==> src/hw/rv_core_cfg.svh <==
`ifndef RV_CORE_CFG_SVH
`define RV_CORE_CFG_SVH

// data path width
`define XLEN 64

// queue depth, also the upstream's starting credit count
`define QUEUE_DEPTH 4

// architectural registers, x0 included
`define NUM_REGS 32

`endif
==> src/hw/rv_isa_pkg.sv <==
`default_nettype none

package rv_isa_pkg;

    // major opcodes, inst[6:0]
    typedef enum logic [6:0] {
        OP_IMM = 7'b0010011,
        LUI    = 7'b0110111,
        AUIPC  = 7'b0010111,
        JAL    = 7'b1101111,
        JALR   = 7'b1100111,
        BRANCH = 7'b1100011,
        OP     = 7'b0110011,
        OP_32  = 7'b0111011,
        LOAD   = 7'b0000011,
        STORE  = 7'b0100011
    } opcode_e;

    typedef enum logic [2:0] {
        F3_ADD_SUB = 3'b000,
        F3_SLL     = 3'b001,
        F3_SLT     = 3'b010,
        F3_SLTU    = 3'b011,
        F3_XOR     = 3'b100,
        F3_SRL_SRA = 3'b101,
        F3_OR      = 3'b110,
        F3_AND     = 3'b111
    } op_funct3_e;

    typedef enum logic [2:0] {
        F3_BEQ  = 3'b000,
        F3_BNE  = 3'b001,
        F3_BLT  = 3'b100,
        F3_BGE  = 3'b101,
        F3_BLTU = 3'b110,
        F3_BGEU = 3'b111
    } br_funct3_e;

    typedef enum logic [6:0] {
        F7_BASE = 7'b0000000,
        F7_ALT  = 7'b0100000   // sub, sra
    } funct7_e;

    typedef enum logic [3:0] {
        ADD, SUB, SLT, SLTU, AND, OR, XOR, SLL, SRL, SRA,
        PASS_B  // lui
    } alu_op_e;

endpackage

`default_nettype wire

==> src/hw/rv_core_pkg.sv <==
`default_nettype none

`include "rv_core_cfg.svh"

package rv_core_pkg;

    typedef enum logic {
        RS1,
        PC
    } src1_sel_e;

    typedef enum logic [1:0] {
        RS2,
        IMM_I,
        IMM_U,
        FOUR
    } src2_sel_e;

    // bltu/bgeu reuse BLT/BGE with cmp_unsigned
    typedef enum logic [2:0] {
        SEQ, JAL, JALR, BEQ, BNE, BLT, BGE
    } nextpc_sel_e;

    typedef struct packed {
        rv_isa_pkg::alu_op_e alu_op;
        src1_sel_e           src1_sel;
        src2_sel_e           src2_sel;
        nextpc_sel_e         nextpc_sel;
        logic                cmp_unsigned;
        logic                word_op;    // addw
        logic                rf_we;
        logic                illegal;
    } ctrl_t;

    typedef struct packed {
        logic [`XLEN-1:0] pc;
        logic [31:0]      inst;
    } queue_entry_t;

endpackage

`default_nettype wire

==> src/hw/rv_control_unit.sv <==
`timescale 1ns/100ps
`default_nettype none

module rv_control_unit (
    input  logic [31:0]        inst,
    output rv_core_pkg::ctrl_t ctrl
);

    logic [6:0] opcode;
    logic [2:0] funct3;
    logic [6:0] funct7;

    assign opcode = inst[6:0];
    assign funct3 = inst[14:12];
    assign funct7 = inst[31:25];

    logic inst_addi, inst_lui, inst_auipc, inst_jal, inst_jalr;
    logic inst_add, inst_sub, inst_sll, inst_slt, inst_sltu;
    logic inst_xor, inst_srl, inst_sra, inst_or, inst_and;
    logic inst_addw;
    logic inst_beq, inst_bne, inst_blt, inst_bge, inst_bltu, inst_bgeu;
    logic op_rr, op_br, legal;

    logic is_op;
    assign is_op = (opcode == rv_isa_pkg::OP);

    assign inst_addi  = (opcode == rv_isa_pkg::OP_IMM) && (funct3 == rv_isa_pkg::F3_ADD_SUB);
    assign inst_lui   = (opcode == rv_isa_pkg::LUI);
    assign inst_auipc = (opcode == rv_isa_pkg::AUIPC);
    assign inst_jal   = (opcode == rv_isa_pkg::JAL);
    assign inst_jalr  = (opcode == rv_isa_pkg::JALR) && (funct3 == 3'b000);

    assign inst_add  = is_op && funct3 == rv_isa_pkg::F3_ADD_SUB && funct7 == rv_isa_pkg::F7_BASE;
    assign inst_sub  = is_op && funct3 == rv_isa_pkg::F3_ADD_SUB && funct7 == rv_isa_pkg::F7_ALT;
    assign inst_sll  = is_op && funct3 == rv_isa_pkg::F3_SLL && funct7 == rv_isa_pkg::F7_BASE;
    assign inst_slt  = is_op && funct3 == rv_isa_pkg::F3_SLT && funct7 == rv_isa_pkg::F7_BASE;
    assign inst_sltu = is_op && funct3 == rv_isa_pkg::F3_SLTU && funct7 == rv_isa_pkg::F7_BASE;
    assign inst_xor  = is_op && funct3 == rv_isa_pkg::F3_XOR && funct7 == rv_isa_pkg::F7_BASE;
    assign inst_srl  = is_op && funct3 == rv_isa_pkg::F3_SRL_SRA && funct7 == rv_isa_pkg::F7_BASE;
    assign inst_sra  = is_op && funct3 == rv_isa_pkg::F3_SRL_SRA && funct7 == rv_isa_pkg::F7_ALT;
    assign inst_or   = is_op && funct3 == rv_isa_pkg::F3_OR && funct7 == rv_isa_pkg::F7_BASE;
    assign inst_and  = is_op && funct3 == rv_isa_pkg::F3_AND && funct7 == rv_isa_pkg::F7_BASE;

    assign inst_addw = (opcode == rv_isa_pkg::OP_32) && (funct3 == rv_isa_pkg::F3_ADD_SUB)
                       && (funct7 == rv_isa_pkg::F7_BASE);

    assign inst_beq  = (opcode == rv_isa_pkg::BRANCH) && (funct3 == rv_isa_pkg::F3_BEQ);
    assign inst_bne  = (opcode == rv_isa_pkg::BRANCH) && (funct3 == rv_isa_pkg::F3_BNE);
    assign inst_blt  = (opcode == rv_isa_pkg::BRANCH) && (funct3 == rv_isa_pkg::F3_BLT);
    assign inst_bge  = (opcode == rv_isa_pkg::BRANCH) && (funct3 == rv_isa_pkg::F3_BGE);
    assign inst_bltu = (opcode == rv_isa_pkg::BRANCH) && (funct3 == rv_isa_pkg::F3_BLTU);
    assign inst_bgeu = (opcode == rv_isa_pkg::BRANCH) && (funct3 == rv_isa_pkg::F3_BGEU);

    assign op_rr = inst_add | inst_sub | inst_sll | inst_slt | inst_sltu | inst_xor
                 | inst_srl | inst_sra | inst_or | inst_and | inst_addw;
    assign op_br = inst_beq | inst_bne | inst_blt | inst_bge | inst_bltu | inst_bgeu;

    // loads, stores and anything unmatched end up here as illegal
    assign legal = inst_addi | inst_lui | inst_auipc | inst_jal | inst_jalr | op_rr | op_br;

    always_comb begin
        ctrl.alu_op = rv_isa_pkg::ADD;
        if (inst_sub)
            ctrl.alu_op = rv_isa_pkg::SUB;
        else if (inst_slt)
            ctrl.alu_op = rv_isa_pkg::SLT;
        else if (inst_sltu)
            ctrl.alu_op = rv_isa_pkg::SLTU;
        else if (inst_and)
            ctrl.alu_op = rv_isa_pkg::AND;
        else if (inst_or)
            ctrl.alu_op = rv_isa_pkg::OR;
        else if (inst_xor)
            ctrl.alu_op = rv_isa_pkg::XOR;
        else if (inst_sll)
            ctrl.alu_op = rv_isa_pkg::SLL;
        else if (inst_srl)
            ctrl.alu_op = rv_isa_pkg::SRL;
        else if (inst_sra)
            ctrl.alu_op = rv_isa_pkg::SRA;
        else if (inst_lui)
            ctrl.alu_op = rv_isa_pkg::PASS_B;

        ctrl.src1_sel = (inst_auipc | inst_jal | inst_jalr) ? rv_core_pkg::PC : rv_core_pkg::RS1;

        ctrl.src2_sel = rv_core_pkg::RS2;
        if (inst_addi)
            ctrl.src2_sel = rv_core_pkg::IMM_I;
        else if (inst_lui | inst_auipc)
            ctrl.src2_sel = rv_core_pkg::IMM_U;
        else if (inst_jal | inst_jalr)
            ctrl.src2_sel = rv_core_pkg::FOUR;   // link value

        ctrl.nextpc_sel = rv_core_pkg::SEQ;
        if (inst_jal)
            ctrl.nextpc_sel = rv_core_pkg::JAL;
        else if (inst_jalr)
            ctrl.nextpc_sel = rv_core_pkg::JALR;
        else if (inst_beq)
            ctrl.nextpc_sel = rv_core_pkg::BEQ;
        else if (inst_bne)
            ctrl.nextpc_sel = rv_core_pkg::BNE;
        else if (inst_blt | inst_bltu)
            ctrl.nextpc_sel = rv_core_pkg::BLT;
        else if (inst_bge | inst_bgeu)
            ctrl.nextpc_sel = rv_core_pkg::BGE;

        ctrl.cmp_unsigned = inst_bltu | inst_bgeu;
        ctrl.word_op      = inst_addw;
        ctrl.rf_we        = legal & ~op_br;   // everything legal but branches writes rd
        ctrl.illegal      = ~legal;
    end

endmodule

`default_nettype wire

==> config.mk <==
export PLATFORM = sky130hd
export DESIGN_NAME = rv_control_unit
export DESIGN_NICKNAME = d
export VERILOG_FILES = /design/src/hw/rv_isa_pkg.sv /design/src/hw/rv_core_pkg.sv /design/src/hw/rv_control_unit.sv
export VERILOG_INCLUDE_DIRS = /design/src /design/src/hw
export SDC_FILE = /design/constraint.sdc
export NUM_CORES = 1
export LEC_CHECK = 0
export ABC_AREA = 1
export BUFFER_PORTS_ARGS = -buffer_cell sky130_fd_sc_hd__clkbuf_2
export CORE_MARGIN = 1
export CORE_UTILIZATION = 40
export DETAILED_ROUTE_END_ITERATION = 10
export PLACE_DENSITY = 0.87
export SETUP_SLACK_MARGIN = 0.2
export SKIP_LAST_GASP = 1
export SYNTH_ARGS = -nofsm -noshare
export SYNTH_HDL_FRONTEND = slang
export SYNTH_SLANG_ARGS = --single-unit
==> constraint.sdc <==
create_clock -name vclk -period 1.6
set_input_delay 0.32 -clock vclk [all_inputs]
set_output_delay 0.32 -clock vclk [all_outputs]
set_load 0.01 [all_outputs]
==> metrics.md, run 1 <==
| Metric | Value |
|---|---|
| Largest net degree at the start of global routing | `8` |
| Top area cells in the synthesized netlist | `inv_1, nand2_1, nand3_1` |
| Width of the die | `roughly 38 µm` |
| HPWL after DPL | `1510 µm` |
| XOR/XNOR share of the synthesized area | `0%` |
| GR repair worst EP | `ctrl[10]` |
| I/O pin total | `46` |
| Die Ht | `38.1 µm` |
| Synth warnings | `0` |
| Simple-Gate Fraction of Synth Area | `between 70 and 80%` |
| Std cell rows | `12` |
| Stopping stage | `global routing (5_1_grt)` |
| Leading area contributor after synthesis | `inv_1` |
| Status | `aborted with a tool error` |
| GP Congestion | `0.844` |
| Largest family of logic cells by synthesized area | `simple AND/OR/NAND/NOR gates` |
| Mux contribution to synthesized area | `under 10%` |
| Synth cell types | `18` |
| Commonest cells post-synth | `inv_1, nand2_1, nor2_1` |
| First Err | `[ERROR DPL-0038] Utilization greater than 100%, impossible to legalize` |
| Register area share after synthesis | `0%` |
| Hold_buf cts | `0` |
| Most frequent cell after synthesis | `inv_1` |
| Adder-cell area share of the yosys netlist | `0%` |
| Worst_ep kind | `top-level output` |
| Mapped Area | `522 µm²` |
| Initial core utilization | `45.1%` |
| # port buffers | `31` |
| Syn Nets | `134` |
| DP Worst Slack | `-139 ps` |
| Synth top area share | `approximately 15%` |
| Compound-gate portion of the synthesized area | `6.71%` |
| Synthesized area per cell | `between 5 and 6 µm²` |
| Syn Inst Count | `approximately 100` |
-- cells by family after synthesis --
logic type / after synthesis
mux: 1
buf+inv: 25
simple gates: 70
compound gates: 6
-- stage by stage --
step	cells	utilization [%]	hold WS [ps]	cell area [µm²]	setup TNS, ps
after CTS	163	84.5	1070	977	-612
after detailed placement	160	74.4	1080	860	-826
after global placement	160	74.4	1050	860	-370
after floorplan	102	-	770	597	0
-- timing repair --
action                                  CTS
buffers inserted                          3
pin swaps                                20
endpoints found under the setup margin   14
resized for setup                        27
==> inputs of run 2 (changes only) <==
CORE_AREA = 2 2 63 65   (was unset)
CORE_MARGIN = unset   (was 1)
CORE_UTILIZATION = unset   (was 40)
DIE_AREA = 0 0 65 67   (was unset)
PLACE_DENSITY = unset   (was 0.87)
PLACE_DENSITY_LB_ADDON = 0.15   (was unset)
SETUP_SLACK_MARGIN = unset   (was 0.2)
==> run 2 against run 1 <==
Effect of this change: synthesized cell count unchanged; the flow now finishes, with violations (setup timing); synthesized area is the same.
==> metrics.md, run 2 <==
| Metric | Value |
|---|---|
| Commonest cells post-synth | `inv_1, nand2_1, nor2_1` |
| Fmax achieved | `0.589 GHz` |
| Largest net degree at the start of global routing | `9` |
| Ant diodes | `0` |
| Final number of setup-violating endpoints | `9` |
| Non-Filler Instances | `201` |
| Final wirelength | `1780 µm` |
| Width of the die | `65 µm (+71%)` |
| Leading area contributor after synthesis | `inv_1` |
| Total Routing Usage GR | `between 8 and 9%` |
| CP max FO | `7` |
| Max-Cap Viols | `0` |
| DRT met1 WL | `between 800 and 900 µm` |
| GRT overflow | `0` |
| Synth top area share | `15.1% (unchanged)` |
| Share of cells above drive strength 1 | `62.1%` |
| Syn Inst Count | `102 (unchanged)` |
| Initial core utilization | `14.5% (-31 points)` |
| First-pass GRT wire length | `2990 µm` |
| Setup crit start kind | `input pin` |
| GP Congestion | `0.747 (-11%)` |
| Vias in the first global route | `719` |
| Crit end category | `primary output` |
| Routed wl met3 | `80 µm` |
| Worst Path Required | `1280 ps` |
| Die Ht | `67 µm (+76%)` |
| Hold Vio Cnt, Final | `0` |
| Critical Setup Path Class | `input pin to primary output` |
| Critical Path AT | `1380 ps` |
| Hold slack | `1050 ps` |
| Register area share after synthesis | `0% (unchanged)` |
| Initial antenna violation count | `0` |
| # port buffers | `31 (unchanged)` |
| Syn Nets | `134 (unchanged)` |
| Pwr Density | `around 130 nW/µm²` |
| DR iter-0 viols | `35` |
| Core area | `3610 µm²` |
| Cells after DPL | `196 (+23%)` |
| Pins over their slew limit | `0` |
| Top area cells in the synthesized netlist | `inv_1, nand2_1, nand3_1` |
| Std cell rows | `22 (+10)` |
| Worst rel slew slack | `between 70% and 80%` |
| DRT antenna net count | `0` |
| Commonest non-fill, non-tap cell in the layout | `buf_4` |
| Setup slack after layout | `-99.1 ps` |
| Leak | `0.605 nW` |
| Seq_cells | `0` |
| HPWL after DPL | `1510 µm (about the same)` |
| DR vias/cell | `3.82` |
| Final period util | `106%` |
| Most frequent cell after synthesis | `inv_1` |
| Area delta synth->final | `99.8%` |
| Total die area | `4360 µm²` |
| Routed len/inst | `8.84 µm` |
| Seq. cell area | `0 µm²` |
| CLK BUF | `0` |
| Synthesized area per cell | `5.12 µm² (unchanged)` |
| Max Used Layer | `met3` |
| Synth cell types | `18 (unchanged)` |
| DP Worst Slack | `-158 ps (-18.3 ps)` |
| Failing checks | `setup timing` |
| Min Tclk post-route | `1700 ps` |
| # DRC | `0` |
| Placed Instance Area | `852 µm² (-0.87%)` |
| WL met2 | `834 µm` |
| # fillers | `about 430` |
| Final instance area | `1040 µm²` |
| HP Class | `input pin to primary output` |
| Nets@finish | `187` |
| Mapped Area | `522 µm² (unchanged)` |
| Worst IR Drop VDD | `0.0599 mV` |
| Vias | `about 770` |
| I/O pin total | `46 (unchanged)` |
| Worst-margin pin slew | `330 ps` |
| RSZ-0062 raised after global routing | `true` |
| Synth warnings | `0 (unchanged)` |
| Drt pass-1 iters | `4` |
| Status | `finished with violations` |
| Most frequent cells in the layout | `buf_4, clkbuf_2, inv_1` |
## run 2: cell counts after synthesis
Identical to the previous run, type by type.
## run 2: metrics by stage
step	power, mW	setup TNS (ps)	utilization, %
2_1_floorplan	0.0462	0	-
3_3_place_gp	0.0996	-632	23.6
3_5_place_dp	0.100	-758	23.6
4_1_cts	0.108	-767	24.9
5_1_grt	0.144	-1600	28.9
6_report	0.131	-506	28.9
## run 2: worst max-delay path: stages
cell and delay, ps:
buf_8 100, nor2_4 110, nand2_4 70, nor2_4 200, nand2_4 100, nor2_4 140
nand3_2 80, nand3_2 50, nand2_1 50, inv_1 40, buf_2 120
## run 2: worst paths after layout
check	from	to	slack, ps	cells past startpoint
min	inst[13]	ctrl[3]	1050	4
max	inst[3]	ctrl[10]	-100	11
## run 2: routing by layer
metal / vias up / global-route usage, %
met1: 332 / 12.7
met2: 17 / 13.3
met3: 0 / 0.338
met4: 0 / 0
li1: 418 / -
met5: - / 0
## run 2: cells by family after synthesis
logic type / after synthesis / share of synthesized area, %
mux: 1 / 1.92
buf+inv: 25 / 19.7
simple gates: 70 / 71.7
compound gates: 6 / 6.72
## run 2: power by group
group	leakage, nW	internal (mW)	switching, mW	total (mW)
sequential	0	0	0	0
clock	0	0	0	0
combinational	0.605	0.0653	0.0661	0.131
total	0.605	0.0653	0.0661	0.131
## run 2: area by class of cell
cell class                 instances  area (µm²)  share of cell area [%]
timing repair buffer              54         383                    36.7
inverter                          22        82.6                    7.92
multi-input combinational         77         517                    49.6
tap                               48        60.1                    5.76
## run 2: what timing repair did
action | in CTS | in global routing
gates resized for setup | 9 | 39
hold buffers | 0 | 0
pin swaps | 7 | 15
endpoints found under the setup margin | 10 | 14
setup buffers | 2 | 3
No activity file was read; power rests on OpenSTA's default activity.
