## config.mk

```make
export PLATFORM = sky130hd
export DESIGN_NAME = rv_inst_queue
export DESIGN_NICKNAME = d
export VERILOG_FILES = /design/src/hw/rv_isa_pkg.sv /design/src/hw/rv_core_pkg.sv /design/src/hw/rv_inst_queue.sv
export VERILOG_INCLUDE_DIRS = /design/src /design/src/hw
export SDC_FILE = /design/constraint.sdc
export NUM_CORES = 1
export LEC_CHECK = 0
export BUFFER_PORTS_ARGS = -buffer_cell sky130_fd_sc_hd__buf_2
export CAP_MARGIN = 25
export CORE_MARGIN = 2
export CORE_UTILIZATION = 45
export DETAILED_ROUTE_END_ITERATION = 6
export SYNTH_ARGS = -nofsm -noshare
export SYNTH_HDL_FRONTEND = slang
export SYNTH_SLANG_ARGS = --single-unit
```

## constraint.sdc

```tcl
create_clock -name clk -period 4.3 [get_ports clk]
set_input_delay 0.215 -clock clk [delete_from_list [all_inputs] [get_ports clk]]
set_output_delay 0.215 -clock clk [all_outputs]
set_load 0.02 [all_outputs]
```

## src/hw/rv_core_cfg.svh

```systemverilog
`ifndef RV_CORE_CFG_SVH
`define RV_CORE_CFG_SVH

// data path width
`define XLEN 64

// queue depth, also the upstream's starting credit count
`define QUEUE_DEPTH 4

// architectural registers, x0 included
`define NUM_REGS 32

`endif
```

## src/hw/rv_isa_pkg.sv

```systemverilog
`default_nettype none

package rv_isa_pkg;

    // major opcodes, inst[6:0]
    typedef enum logic [6:0] {
        OP_IMM = 7'b0010011,
        LUI    = 7'b0110111,
        AUIPC  = 7'b0010111,
        JAL    = 7'b1101111,
        JALR   = 7'b1100111,
        BRANCH = 7'b1100011,
        OP     = 7'b0110011,
        OP_32  = 7'b0111011,
        LOAD   = 7'b0000011,
        STORE  = 7'b0100011
    } opcode_e;

    typedef enum logic [2:0] {
        F3_ADD_SUB = 3'b000,
        F3_SLL     = 3'b001,
        F3_SLT     = 3'b010,
        F3_SLTU    = 3'b011,
        F3_XOR     = 3'b100,
        F3_SRL_SRA = 3'b101,
        F3_OR      = 3'b110,
        F3_AND     = 3'b111
    } op_funct3_e;

    typedef enum logic [2:0] {
        F3_BEQ  = 3'b000,
        F3_BNE  = 3'b001,
        F3_BLT  = 3'b100,
        F3_BGE  = 3'b101,
        F3_BLTU = 3'b110,
        F3_BGEU = 3'b111
    } br_funct3_e;

    typedef enum logic [6:0] {
        F7_BASE = 7'b0000000,
        F7_ALT  = 7'b0100000   // sub, sra
    } funct7_e;

    typedef enum logic [3:0] {
        ADD, SUB, SLT, SLTU, AND, OR, XOR, SLL, SRL, SRA,
        PASS_B  // lui
    } alu_op_e;

endpackage

`default_nettype wire

```

## src/hw/rv_core_pkg.sv

```systemverilog
`default_nettype none

`include "rv_core_cfg.svh"

package rv_core_pkg;

    typedef enum logic {
        RS1,
        PC
    } src1_sel_e;

    typedef enum logic [1:0] {
        RS2,
        IMM_I,
        IMM_U,
        FOUR
    } src2_sel_e;

    // bltu/bgeu reuse BLT/BGE with cmp_unsigned
    typedef enum logic [2:0] {
        SEQ, JAL, JALR, BEQ, BNE, BLT, BGE
    } nextpc_sel_e;

    typedef struct packed {
        rv_isa_pkg::alu_op_e alu_op;
        src1_sel_e           src1_sel;
        src2_sel_e           src2_sel;
        nextpc_sel_e         nextpc_sel;
        logic                cmp_unsigned;
        logic                word_op;    // addw
        logic                rf_we;
        logic                illegal;
    } ctrl_t;

    typedef struct packed {
        logic [`XLEN-1:0] pc;
        logic [31:0]      inst;
    } queue_entry_t;

endpackage

`default_nettype wire

```

## src/hw/rv_inst_queue.sv

```systemverilog
`timescale 1ns/100ps
`default_nettype none

`include "rv_core_cfg.svh"

module rv_inst_queue (
    input  logic                       clk,
    input  logic                       rst_n,
    input  logic                       push,
    input  rv_core_pkg::queue_entry_t  push_entry,
    input  logic                       pop,
    output logic                       head_valid,
    output rv_core_pkg::queue_entry_t  head,
    output logic                       credit_return
);

    localparam int PTR_W = $clog2(`QUEUE_DEPTH);
    localparam int CNT_W = $clog2(`QUEUE_DEPTH + 1);

    rv_core_pkg::queue_entry_t storage [`QUEUE_DEPTH];
    logic [PTR_W-1:0]          wr_ptr;
    logic [PTR_W-1:0]          rd_ptr;
    logic [CNT_W-1:0]          count;

    function automatic logic [PTR_W-1:0] bump(input logic [PTR_W-1:0] ptr);
        return (ptr == PTR_W'(`QUEUE_DEPTH - 1)) ? '0 : ptr + 1'b1;
    endfunction

    always_ff @(posedge clk or negedge rst_n) begin
        if (!rst_n) begin
            wr_ptr        <= '0;
            rd_ptr        <= '0;
            count         <= '0;
            credit_return <= 1'b0;
        end else begin
            if (push)
                wr_ptr <= bump(wr_ptr);
            if (pop)
                rd_ptr <= bump(rd_ptr);
            count         <= count + CNT_W'(push) - CNT_W'(pop);
            credit_return <= pop;   // one credit back per pop
        end
    end

    always_ff @(posedge clk) begin
        if (push)
            storage[wr_ptr] <= push_entry;
    end

    assign head_valid = (count != '0);
    assign head       = storage[rd_ptr];

    // upstream must hold a credit to push
    assert property (@(posedge clk) disable iff (!rst_n)
        push |-> (count != CNT_W'(`QUEUE_DEPTH)));

    assert property (@(posedge clk) disable iff (!rst_n)
        pop |-> head_valid);

endmodule

`default_nettype wire

```

Yosys cells after proc, flatten, opt, wreduce, memory -nomap -nowiden. Memory sizes are Yosys's and may differ from the RTL's. Index checks and enable logic that the tools add are counted.

Input port bits: 100. Flip-flop bits (word level): 8. Memories: 1. Word-level logic and storage cells: 16. Latch bits: 0. Output and inout port bits: 98. Bits in read-only memories: 0. Bits in writable memories: 384.

$add $sub $neg: 4. Div/mod/pow operators: 0. Bitwise gates (word level): 0. Eq/ne operators: 2. $mul: 0. Reduce and logical (&&, ||, !) cells: 1. Mux-type cells: 4. Magnitude comparators: 0. Shift operators: 0.

Memories: storage (words 4, width 96, read ports 1, clocked after Yosys merged registers in 0, wr ports 1, line rv_inst_queue.sv:20) `` rv_core_pkg::queue_entry_t storage [`QUEUE_DEPTH]; ``.

Operators by type and width (number): $add 2x1->2 const B (2); $eq 2x2->1 const B (2); $mux 2 (2); $add 3x1->3 (1); $reduce_bool 3->1 (1); $sub 3x1->3 (1); $mux 1 (2).

Depth between registers and ports, before layout. Gate-level depths: netlist (run 1).

Depth in word-level cells: 2. Depth in mapped cells: 8. Gate-level depth less buffers: 8.

Least setup slack after synthesis (run 1). No wires, ideal clock.

Path type: register to register. Start: reg wr_ptr[0]. End: mem storage[2][0] (netlist bit) (enable). Path slack: 0.994 ns. Cell stages (with the launch flop): 4. Library setup time: 0.465 ns. Buffers on the path: 0. Data arrival time: 2.841 ns. Cell sequence: dfrtp_1 -> inv_1 -> ha_1 -> and2_1.

RTL lines: from (decl) (line rv_inst_queue.sv:21) `logic [PTR_W-1:0] wr_ptr;`; from (signal assigned) (line rv_inst_queue.sv:37) `wr_ptr <= bump(wr_ptr);`; to (decl) (line rv_inst_queue.sv:20).

Straight into the memory's write port.

==> run_results.csv, run 1 <==
group,metric,value,unit
sta,fin_skew,12.1,ps
floorplan,die-area,33200,um^2
clock_tree,h-tree-depth,2,
clock_tree,clk-insertion-delay-late,530,ps
logic_synthesis,synth_cell_types,20,
placed_design,post-dp-hpwl,16.8,mm
finish,finalInstanceArea,18000,um^2
floorplan,die_w,182,um
logic_synthesis,ys_seq_elements,392,
logic_synthesis,async_reset_ff_share,2.04,%
worst_setup_path,worstSetupPathType,"reg2out",
logic_synthesis,synth_fp_nets,646,
global_routing,grt_pass1_vias,7420,
placed_design,gp_congestion,0.769,
clock_tree,cts_buffers,41,
power_and_ir_drop,max-vdd-ir-drop,0.000345,V
finish,multi_input_area,2380,um^2
power_and_ir_drop,p_leak,6.23,nW
finish,fin_cells,1307,
worst_setup_path,path_cells,"buf_12 -> mux4_2 -> buf_2",
sta,relSlewSlack,36.0,%
logic_synthesis,synth_commonest_cells,"edfxtp_1 (384), mux4_2 (96), dfrtp_1 (8)",
finish,drive_above_1_share,41.1,%
sta,fin_crit_sh,63.7,%
sta,fin_setup_tns,0,ps
worst_setup_path,crit_family,"flip-flops",
logic_synthesis,synth.area.top_cells,"edfxtp_1 (81%), mux4_2 (15%), dfrtp_1 (1.4%)",
worst_setup_path,crit_buf_inv,2,
placed_design,placed_area,15800,um^2
sta,hold_viol,0,
drt,drtPass1Iterations,4,
clock_tree,clk_pin_slew,60,ps
drt,vias_per_cell,5.19,
worst_setup_path,cp-start-kind,"flip-flop",
drt,antenna_left,0,
sta,hold_ws,71.7,ps
worst_setup_path,crit_fanout,39,
global_routing,grt_max_degree,66,
power_and_ir_drop,cellPowerDensity,663,nW/um^2
sta,fin_crit,2740,ps
job,max_cap_violations,0,
clock_tree,post_cts_buffers,0,
global_routing,antenna_found_initial,4,
clock_tree,root_buffer,"clkbuf_16",
placed_design,io_buffers,197,
logic_synthesis,synth_flop_cell,"edfxtp_1",
status,status,"finished clean",
placed_design,placed_cells,1128,
logic_synthesis,synth_cells,538,
worst_hold_path,hold_path.class,"in2async",
worst_setup_path,cp-end-kind,"output pin",
drt,drc,0,
sta,maxSlewViolCount,0,
worst_setup_path,slowest_delay,800,ps
global_routing,grt_pass1_wl,42.0,mm
clock_tree,ctsResizeCount,0,
sta,clock.fmax,365,MHz
floorplan,rows,65,
sta,setup_viol,0,
global_routing,track_usage,16.7,%
finish,syn_to_final_growth,26.2,%
floorplan,initial_utilization,45.5,%
logic_synthesis,syn_area_per_cell,26.5,um^2
worst_setup_path,crit_required,4090,ps
sta,tightest_slew,960,ps
logic_synthesis,synth-edff-count,384,
floorplan,die_h,182,um
finish,nets,977,
clock_tree,cts_tree,"yes",
clock_tree,cts.sink_count,392,
sta,setup_slack,1560,ps
drt,drt_iter0_drc,403,
floorplan,io_pins,198,
logic_synthesis,ys_seq_area_share,82.2,%
finish,nFillCells,2351,
global_routing,grt_overflow,0,
logic_synthesis,synth_top_area_share,80.8,%
drt,avgRoutedWirePerCell,21.0,um
logic_synthesis,post-synth-top-count-cell,"edfxtp_1",
placed_design,dp_slack,1940,ps
floorplan,core_area,31400,um^2
clock_tree,clockBufferDepth,3,
logic_synthesis,yosys.area.top_type,"edfxtp_1",
logic_synthesis,yosys_warnings,0,
drt,wl,27.5,mm
finish,regArea,11700,um^2
worst_setup_path,cp_data_arrival_time,2520,ps
sta,rsz0062_at_grt,"false",
worst_setup_path,cpMaxStageDelayCell,"dfrtp_4",
drt,num_vias,6782,
logic_synthesis,syn_area,14300,um^2
-- routing by layer --
layer / up-vias / routed length (um) / track usage, %
met5: - / 0 / 0
met4: 0 / 627 / 5.06
met3: 52 / 1410 / 3.61
met2: 198 / 14400 / 29.5
met1: 3530 / 11100 / 20.9
li1: 3002 / - / -
-- sequential cells by signal, summed over array words and instances, names as in the netlist --
signal         count
count              3
credit_return      1
rd_ptr             2
storage          384
wr_ptr             2
-- layout by cell type, fill, tap and decap left out, types with 7 or more instances in the layout --
cell type and count:
edfxtp_1 384, buf_2 197, dlygate4sd3_1 99, mux4_2 96
clkbuf_16 41, clkinv_1 11, clkbuf_1 10, buf_4 10
clkinv_2 8, ha_1 7
-- cell families after synthesis --
| kind of cell | count (synthesis) | synth area share (%) |
|---|---|---|
| muxes | 98 | 15.3 |
| DFF | 392 | 82.2 |
| xor gates and xnor gates | 2 | 0.123 |
| and+or+nand+nor | 8 | 0.333 |
| buffers and inverters | 28 | 1.25 |
| AOI/OAI and AO/OA | 2 | 0.0701 |
| adders and majority gates | 8 | 0.754 |
-- area by class of cell --
type | instances | share of cell area [%]
repair buffers | 310 | 11.9
clock buffers | 52 | 5.98
well taps | 402 | 2.79
multi-input cells | 118 | 13.2
inverters | 6 | 0.125
clock inverters | 23 | 0.757
diodes | 4 | 0.0556
flip-flops and latches | 392 | 65.2
-- worst reg2reg max path: stages, from the launching register on --
cell,delay [ps]
dfrtp_1,410
inv_1,120
ha_1,160
and2_4,770
buf_4,490
-- path summary, 6_finish.rpt --
check | startpoint | to | slack, ps | cells past startpoint
worst min register to register | count[2] | count[2] | 490 | 1
worst min-delay path | rst_n | rd_ptr[1] | 70 | 2
max in group asynchronous | rst_n | rd_ptr[0] | 4030 | 2
min in group clk | pop | credit_return | 430 | 2
worst max register to register | wr_ptr[0] | storage[0][72] | 2010 | 4
worst max-delay path | rd_ptr[0] | head[27] | 1560 | 3
-- through the flow --
step | total power [mW] | util [%]
2_1_floorplan | 7.72 | -
3_3_place_gp | 8.77 | 50.1
3_5_place_dp | 8.86 | 50.2
4_1_cts | 12.1 | 57.3
5_1_grt | 12.5 | 57.4
6_report | 11.9 | 57.4
-- what timing repair did --
item | in CTS | in global routing
endpoints found under the setup margin | 0 | 0
hold endpoints to repair | 397 | 0
hold buffers | 99 | 0
-- report_power, final --
part | leakage (nW) | total [mW] | internal, mW | switching [mW]
registers | 3.62 | 5.16 | 4.90 | 0.255
logic | 2.01 | 3.60 | 1.53 | 2.07
clock network | 0.596 | 3.18 | 1.83 | 1.35
total | 6.23 | 11.9 | 8.27 | 3.67
Note: power is estimated with default switching activity, not from simulation.
==> run 2: changes to the inputs <==
- PLACE_DENSITY: not set -> 0.67
- clock period: 4.3 -> 2.2 ns (I/O delays scaled with it)
==> run 2 against run 1 <==
  * Final cell count is 0.46% higher
  * Register-to-register slack worse by 1500 ps
  * Worst setup slack worse by 1500 ps
  * Critical path depth is 1 higher
  * Highest routed layer unchanged
==> run_results.csv, run 2 (synthesis gave the netlist of run 1 again) <==
group,metric,value,unit
status,status,"finished clean",
worst_setup_path,worstSetupPathType,"reg2out",
finish,largest_register,"storage",
power_and_ir_drop,power,24.2,mW
floorplan,die_w,182,um
drt,drt_iter0_drc,498,
worst_setup_path,r2r_end,"storage[0][26]",
power_and_ir_drop,max-vdd-ir-drop,0.000898,V
job,max_cap_violations,0,
sta,fin_skew,17.6,ps
finish,nets,990,
clock_tree,cts_buffers,40,
drt,num_vias,6875,
worst_setup_path,cp-start-kind,"flip-flop",
sta,tightest_slew,555,ps
worst_hold_path,hp-start,"pop",
placed_design,dp_slack,445,ps
sta,maxSlewViolCount,0,
clock_tree,clockBufferDepth,3,
drt,antenna_left,0,
worst_setup_path,cp_data_arrival_time,2040,ps
worst_setup_path,crit_required,2090,ps
sta,setup_slack,54.5,ps
global_routing,track_usage,16.6,%
clock_tree,clk-insertion-delay-late,520,ps
finish,multi_input_area,2380,um^2
finish,regArea,11700,um^2
sta,fin_crit_sh,97.5,%
worst_setup_path,rrSetupSlack,480,ps
floorplan,initial_utilization,45.5,%
clock_tree,clk_pin_slew,60,ps
worst_setup_path,cpMaxStageDelayCell,"mux4_2",
finish,nFillCells,2269,
sta,setup_viol,0,
global_routing,grt_overflow,0,
finish,final_util,58.5,%
sta,relSlewSlack,63.0,%
global_routing,grt_pass1_vias,7488,
sta,rsz0062_at_grt,"true",
placed_design,gp_congestion,0.691,
finish,final_cell_mix,"edfxtp_1 (384), buf_2 (192), dlygate4sd3_1 (100), mux4_2 (96), clkbuf_16 (46)",
finish,final_common_cell,"edfxtp_1",
floorplan,core_area,31400,um^2
finish,largest_reg_flops,384,
clock_tree,root_buffer,"clkbuf_16",
worst_setup_path,cp-end-kind,"output pin",
drt,vias_per_cell,5.24,
placed_design,io_buffers,197,
clock_tree,h-tree-depth,2,
clock_tree,cts_tree,"yes",
floorplan,die_h,182,um
drt,drc,0,
clock_tree,cts.sink_count,392,
drt,avgRoutedWirePerCell,21.7,um
placed_design,post-dp-hpwl,15.6,mm
floorplan,die-area,33200,um^2
finish,reg_top3,"storage: 384 flops, count: 3 flops",
worst_setup_path,crit_end,"head[42]",
finish,insertedDiodeCount,0,
drt,drtPass1Iterations,4,
worst_setup_path,critPathLaunch,"rd_ptr[0]",
global_routing,grt_pass1_wl,42.1,mm
finish,syn_to_final_growth,28.7,%
sta,clock.fmax,466,MHz
worst_setup_path,path_cells,"buf_6 -> buf_16 -> mux4_2 -> buf_2",
sta,hold_ws,330,ps
worst_setup_path,r2r-start,"wr_ptr[0]",
global_routing,antenna_found_initial,0,
power_and_ir_drop,p_leak,6.38,nW
worst_setup_path,ff2ff_path_depth,4,
floorplan,rows,65,
power_and_ir_drop,cellPowerDensity,1320,nW/um^2
worst_setup_path,slowest_delay,540,ps
sta,fin_crit,2150,ps
worst_hold_path,hold_path.class,"in2reg",
drt,wl,28.5,mm
global_routing,grt_max_degree,62,
floorplan,io_pins,198,
worst_setup_path,crit_fanout,12,
sta,hold_viol,0,
finish,drive_above_1_share,41.8,%
==> run 2: layer usage <==
metal	up-vias	track usage, %	share of wire (%)
met2	210	29.7	52
met5	-	0	0
met4	0	4.19	1.7
met3	45	3.73	5.9
met1	3604	20.6	41
li1	3016	-	-
==> run 2: stage by stage <==
| step | instances | setup TNS (ps) | cell area [um^2] |
|---|---|---|---|
| 2_1_floorplan | 538 | 0 | 14300 |
| 3_3_place_gp | 1129 | 0 | 15900 |
| 3_5_place_dp | 1129 | 0 | 15900 |
| 4_1_cts | 1300 | -5460 | 18200 |
| 5_1_grt | 1313 | -66.9 | 18400 |
| 6_report | 1313 | 0 | 18400 |
==> run 2: critical path, delay by kind of cell (launching register included) <==
| kind | cells | cell delay (ps) |
|---|---|---|
| buffers and inverters | 3 | 520 |
| flip-flops | 1 | 440 |
| multiplexers | 1 | 540 |
==> run 2: timing repair <==
action,4_1_cts,5_1_grt
hold buffers,100,0
resized for setup,11,5
endpoints found under the setup margin,95,96
hold endpoints to repair,398,0
buffers inserted,0,5
gates cloned,0,8
==> run 2: worst min-delay path by stage <==
stage | end | cells after the start | slack (ps)
4_1_cts | credit_return | 2 | 300
6_report | credit_return | 2 | 330
3_5_place_dp | credit_return | 1 | -30
2_1_floorplan | count[0] | 0 | -190
5_1_grt | storage[2][80] | 2 | 320
3_3_place_gp | credit_return | 1 | -40
==> run 2: final cells by class <==
class	count	share of cell area [%]
Clock buffer	51	5.91
Clock inverter	20	0.845
Inverter	6	0.123
Multi-Input combinational cell	118	12.9
Sequential cell	392	63.9
Tap cell	402	2.74
Timing Repair Buffer	324	13.5
==> run 2: report_power, final <==
part | internal [mW] | switching [mW]
logic | 3.51 | 4.44
clock network | 3.72 | 2.62
registers | 9.57 | 0.287
total | 16.8 | 7.35
==> run 3: changes to the inputs <==
- PLACE_DENSITY: 0.67 -> 0.77
- SETUP_SLACK_MARGIN: not set -> 0.2
==> run 3 against run 2 <==
  * Critical endpoint is now head[59]
  * Sequential share of layout area fell by 2.0 points
  * Power rose by 6.6%
  * Register-to-register slack improved by 40 ps
  * Worst setup slack got worse by 8.8 ps
  * Cell area rose by 3.2%
  * Largest power group unchanged
  * Die area did not move
  * Largest cell class unchanged
  * Core utilization rose by 1.9 points
==> run_results.csv, run 3 (synthesis gave the netlist of run 1 again) <==
group,metric,value,unit
status,status,"finished clean",
finish,syn_to_final_growth,32.7,%
floorplan,initial_utilization,45.5,%
finish,final_util,60.4,%
floorplan,die_h,182,um
finish,nets,1000,
finish,reg_top3,"storage: 384 flops, count: 3 flops",
drt,avgRoutedWirePerCell,22.1,um
drt,num_vias,6863,
finish,final_cell_mix,"edfxtp_1 (384), buf_2 (121), dlygate4sd3_1 (100), mux4_2 (96), buf_6 (67)",
worst_setup_path,cp-end-kind,"output pin",
clock_tree,h-tree-depth,2,
power_and_ir_drop,intPower,18.2,mW
clock_tree,cts.sink_count,392,
drt,vias_per_cell,5.20,
sta,relSlewSlack,67.9,%
clock_tree,cts_tree,"yes",
drt,drt_iter0_drc,499,
placed_design,post-dp-hpwl,15.4,mm
finish,final_common_cell,"edfxtp_1",
floorplan,die-area,33200,um^2
placed_design,dp_slack,437,ps
sta,rsz0062_at_grt,"true",
job,max_cap_violations,0,
global_routing,grt_overflow,0,
finish,finalInstanceArea,19000,um^2
worst_setup_path,cp-start-kind,"flip-flop",
floorplan,core_area,31400,um^2
drt,drc,0,
sta,setup_slack,45.8,ps
global_routing,track_usage,17.2,%
floorplan,die_w,182,um
power_and_ir_drop,max-vdd-ir-drop,0.000853,V
power_and_ir_drop,p_comb_share,36.8,%
finish,largest_reg_flops,384,
placed_design,placed_area,15900,um^2
sta,fin_crit,2150,ps
sta,hold_viol,0,
placed_design,gp_congestion,0.681,
power_and_ir_drop,seqPwrFrac,38.4,%
global_routing,grt_max_degree,68,
worst_setup_path,crit_fanout,7,
placed_design,io_buffers,197,
sta,clock.fmax,464,MHz
clock_tree,cts_buffers,40,
finish,nFillCells,2152,
global_routing,grt_pass1_vias,7521,
clock_tree,clk-insertion-delay-late,510,ps
power_and_ir_drop,p_clk_share,24.9,%
worst_setup_path,worstSetupPathType,"reg2out",
power_and_ir_drop,sw_frac_of_total,29.5,%
clock_tree,root_buffer,"clkbuf_16",
sta,setup_viol,0,
drt,drtPass1Iterations,4,
worst_setup_path,crit_required,2090,ps
worst_hold_path,hold_path.class,"in2reg",
finish,largest_register,"storage",
floorplan,rows,65,
drt,wl,29.2,mm
sta,maxSlewViolCount,0,
power_and_ir_drop,power.switching,7.60,mW
placed_design,placed_cells,1134,
sta,tightest_slew,482,ps
power_and_ir_drop,p_leak,6.61,nW
worst_setup_path,cp_data_arrival_time,2040,ps
global_routing,antenna_found_initial,2,
finish,drive_above_1_share,42.0,%
clock_tree,clk_pin_slew,60,ps
clock_tree,clockBufferDepth,3,
global_routing,grt_pass1_wl,43.1,mm
power_and_ir_drop,cellPowerDensity,1360,nW/um^2
sta,fin_skew,18.6,ps
drt,antenna_left,0,
sta,fin_crit_sh,97.9,%
finish,fin_cells,1321,
floorplan,io_pins,198,
==> run 3: changes by cell type in the layout (fill, tap and decap cells not counted), moves of 3 or more <==
cell	before	now
buf_2	192	121
buf_6	8	67
buf_4	6	21
buf_16	2	6
clkinv_2	5	2
==> run 3: final cells by class <==
cell class | instances | area (um^2) | share of cell area [%]
Antenna cell | 1 | 2.50 | 0.0132
Clock buffer | 50 | 1060 | 5.59
Clock inverter | 18 | 175 | 0.924
Inverter | 6 | 22.5 | 0.119
Multi-Input combinational cell | 118 | 2380 | 12.5
Sequential cell | 392 | 11700 | 61.9
Tap cell | 402 | 503 | 2.65
Timing Repair Buffer | 334 | 3070 | 16.2
==> run 3: worst paths after layout <==
check,start,end,slack [ps],cells past startpoint
setup / recovery,rd_ptr[0],head[59],50,5
hold reg to reg,count[2],count[2],470,1
hold / removal,pop,credit_return,330,2
max in group asynchronous,rst_n,rd_ptr[0],1200,3
min in group asynchronous,rst_n,count[2],630,3
setup reg to reg,count[0],count[2],520,8
==> run 3: per-layer routing <==
layer / vias to the layer above / global-route usage [%] / wire length [um] / share of wire [%]
met5: - / 0 / 13 / 0.044
met1: 3523 / 22.2 / 11600 / 40
met3: 58 / 4.07 / 1840 / 6.3
met2: 245 / 29.4 / 15000 / 51
li1: 3035 / - / - / -
met4: 2 / 5.23 / 698 / 2.4
==> run 3: through the flow <==
stage | power (mW) | TNS, ps | hold WS [ps]
after floorplan | 15.0 | 0 | -186
after global placement | 17.3 | 0 | -16.7
after detailed placement | 17.4 | 0 | -8.94
after CTS | 24.8 | 0 | 289
after global routing | 26.9 | -91.5 | 329
final | 25.8 | 0 | 326
==> run 3: power groups by stage <==
| stage | clock network (mW) | logic (mW) | registers, mW |
|---|---|---|---|
| final | 6.40 | 9.47 | 9.88 |
| after CTS | 6.58 | 8.33 | 9.90 |
| after global placement | 0 | 7.29 | 9.99 |
| after global routing | 6.87 | 10.0 | 9.96 |
| after floorplan | 0 | 5.11 | 9.89 |
| after detailed placement | 0 | 7.34 | 10.1 |
==> run 3: repair_timing <==
action                     in CTS  in global routing
hold buffers                  100                  0
cloned                          4                  4
setup endpoints to repair      96                 96
gates resized for setup        33                135
hold endpoints to repair      398                  0
setup buffers                   8                  2
==> run 3: worst max-delay path, stage by stage, from the launching register on <==
cell     delay (ps)
dfrtp_4         490
buf_12          150
buf_12          140
buf_16          150
mux4_2          450
buf_6           150
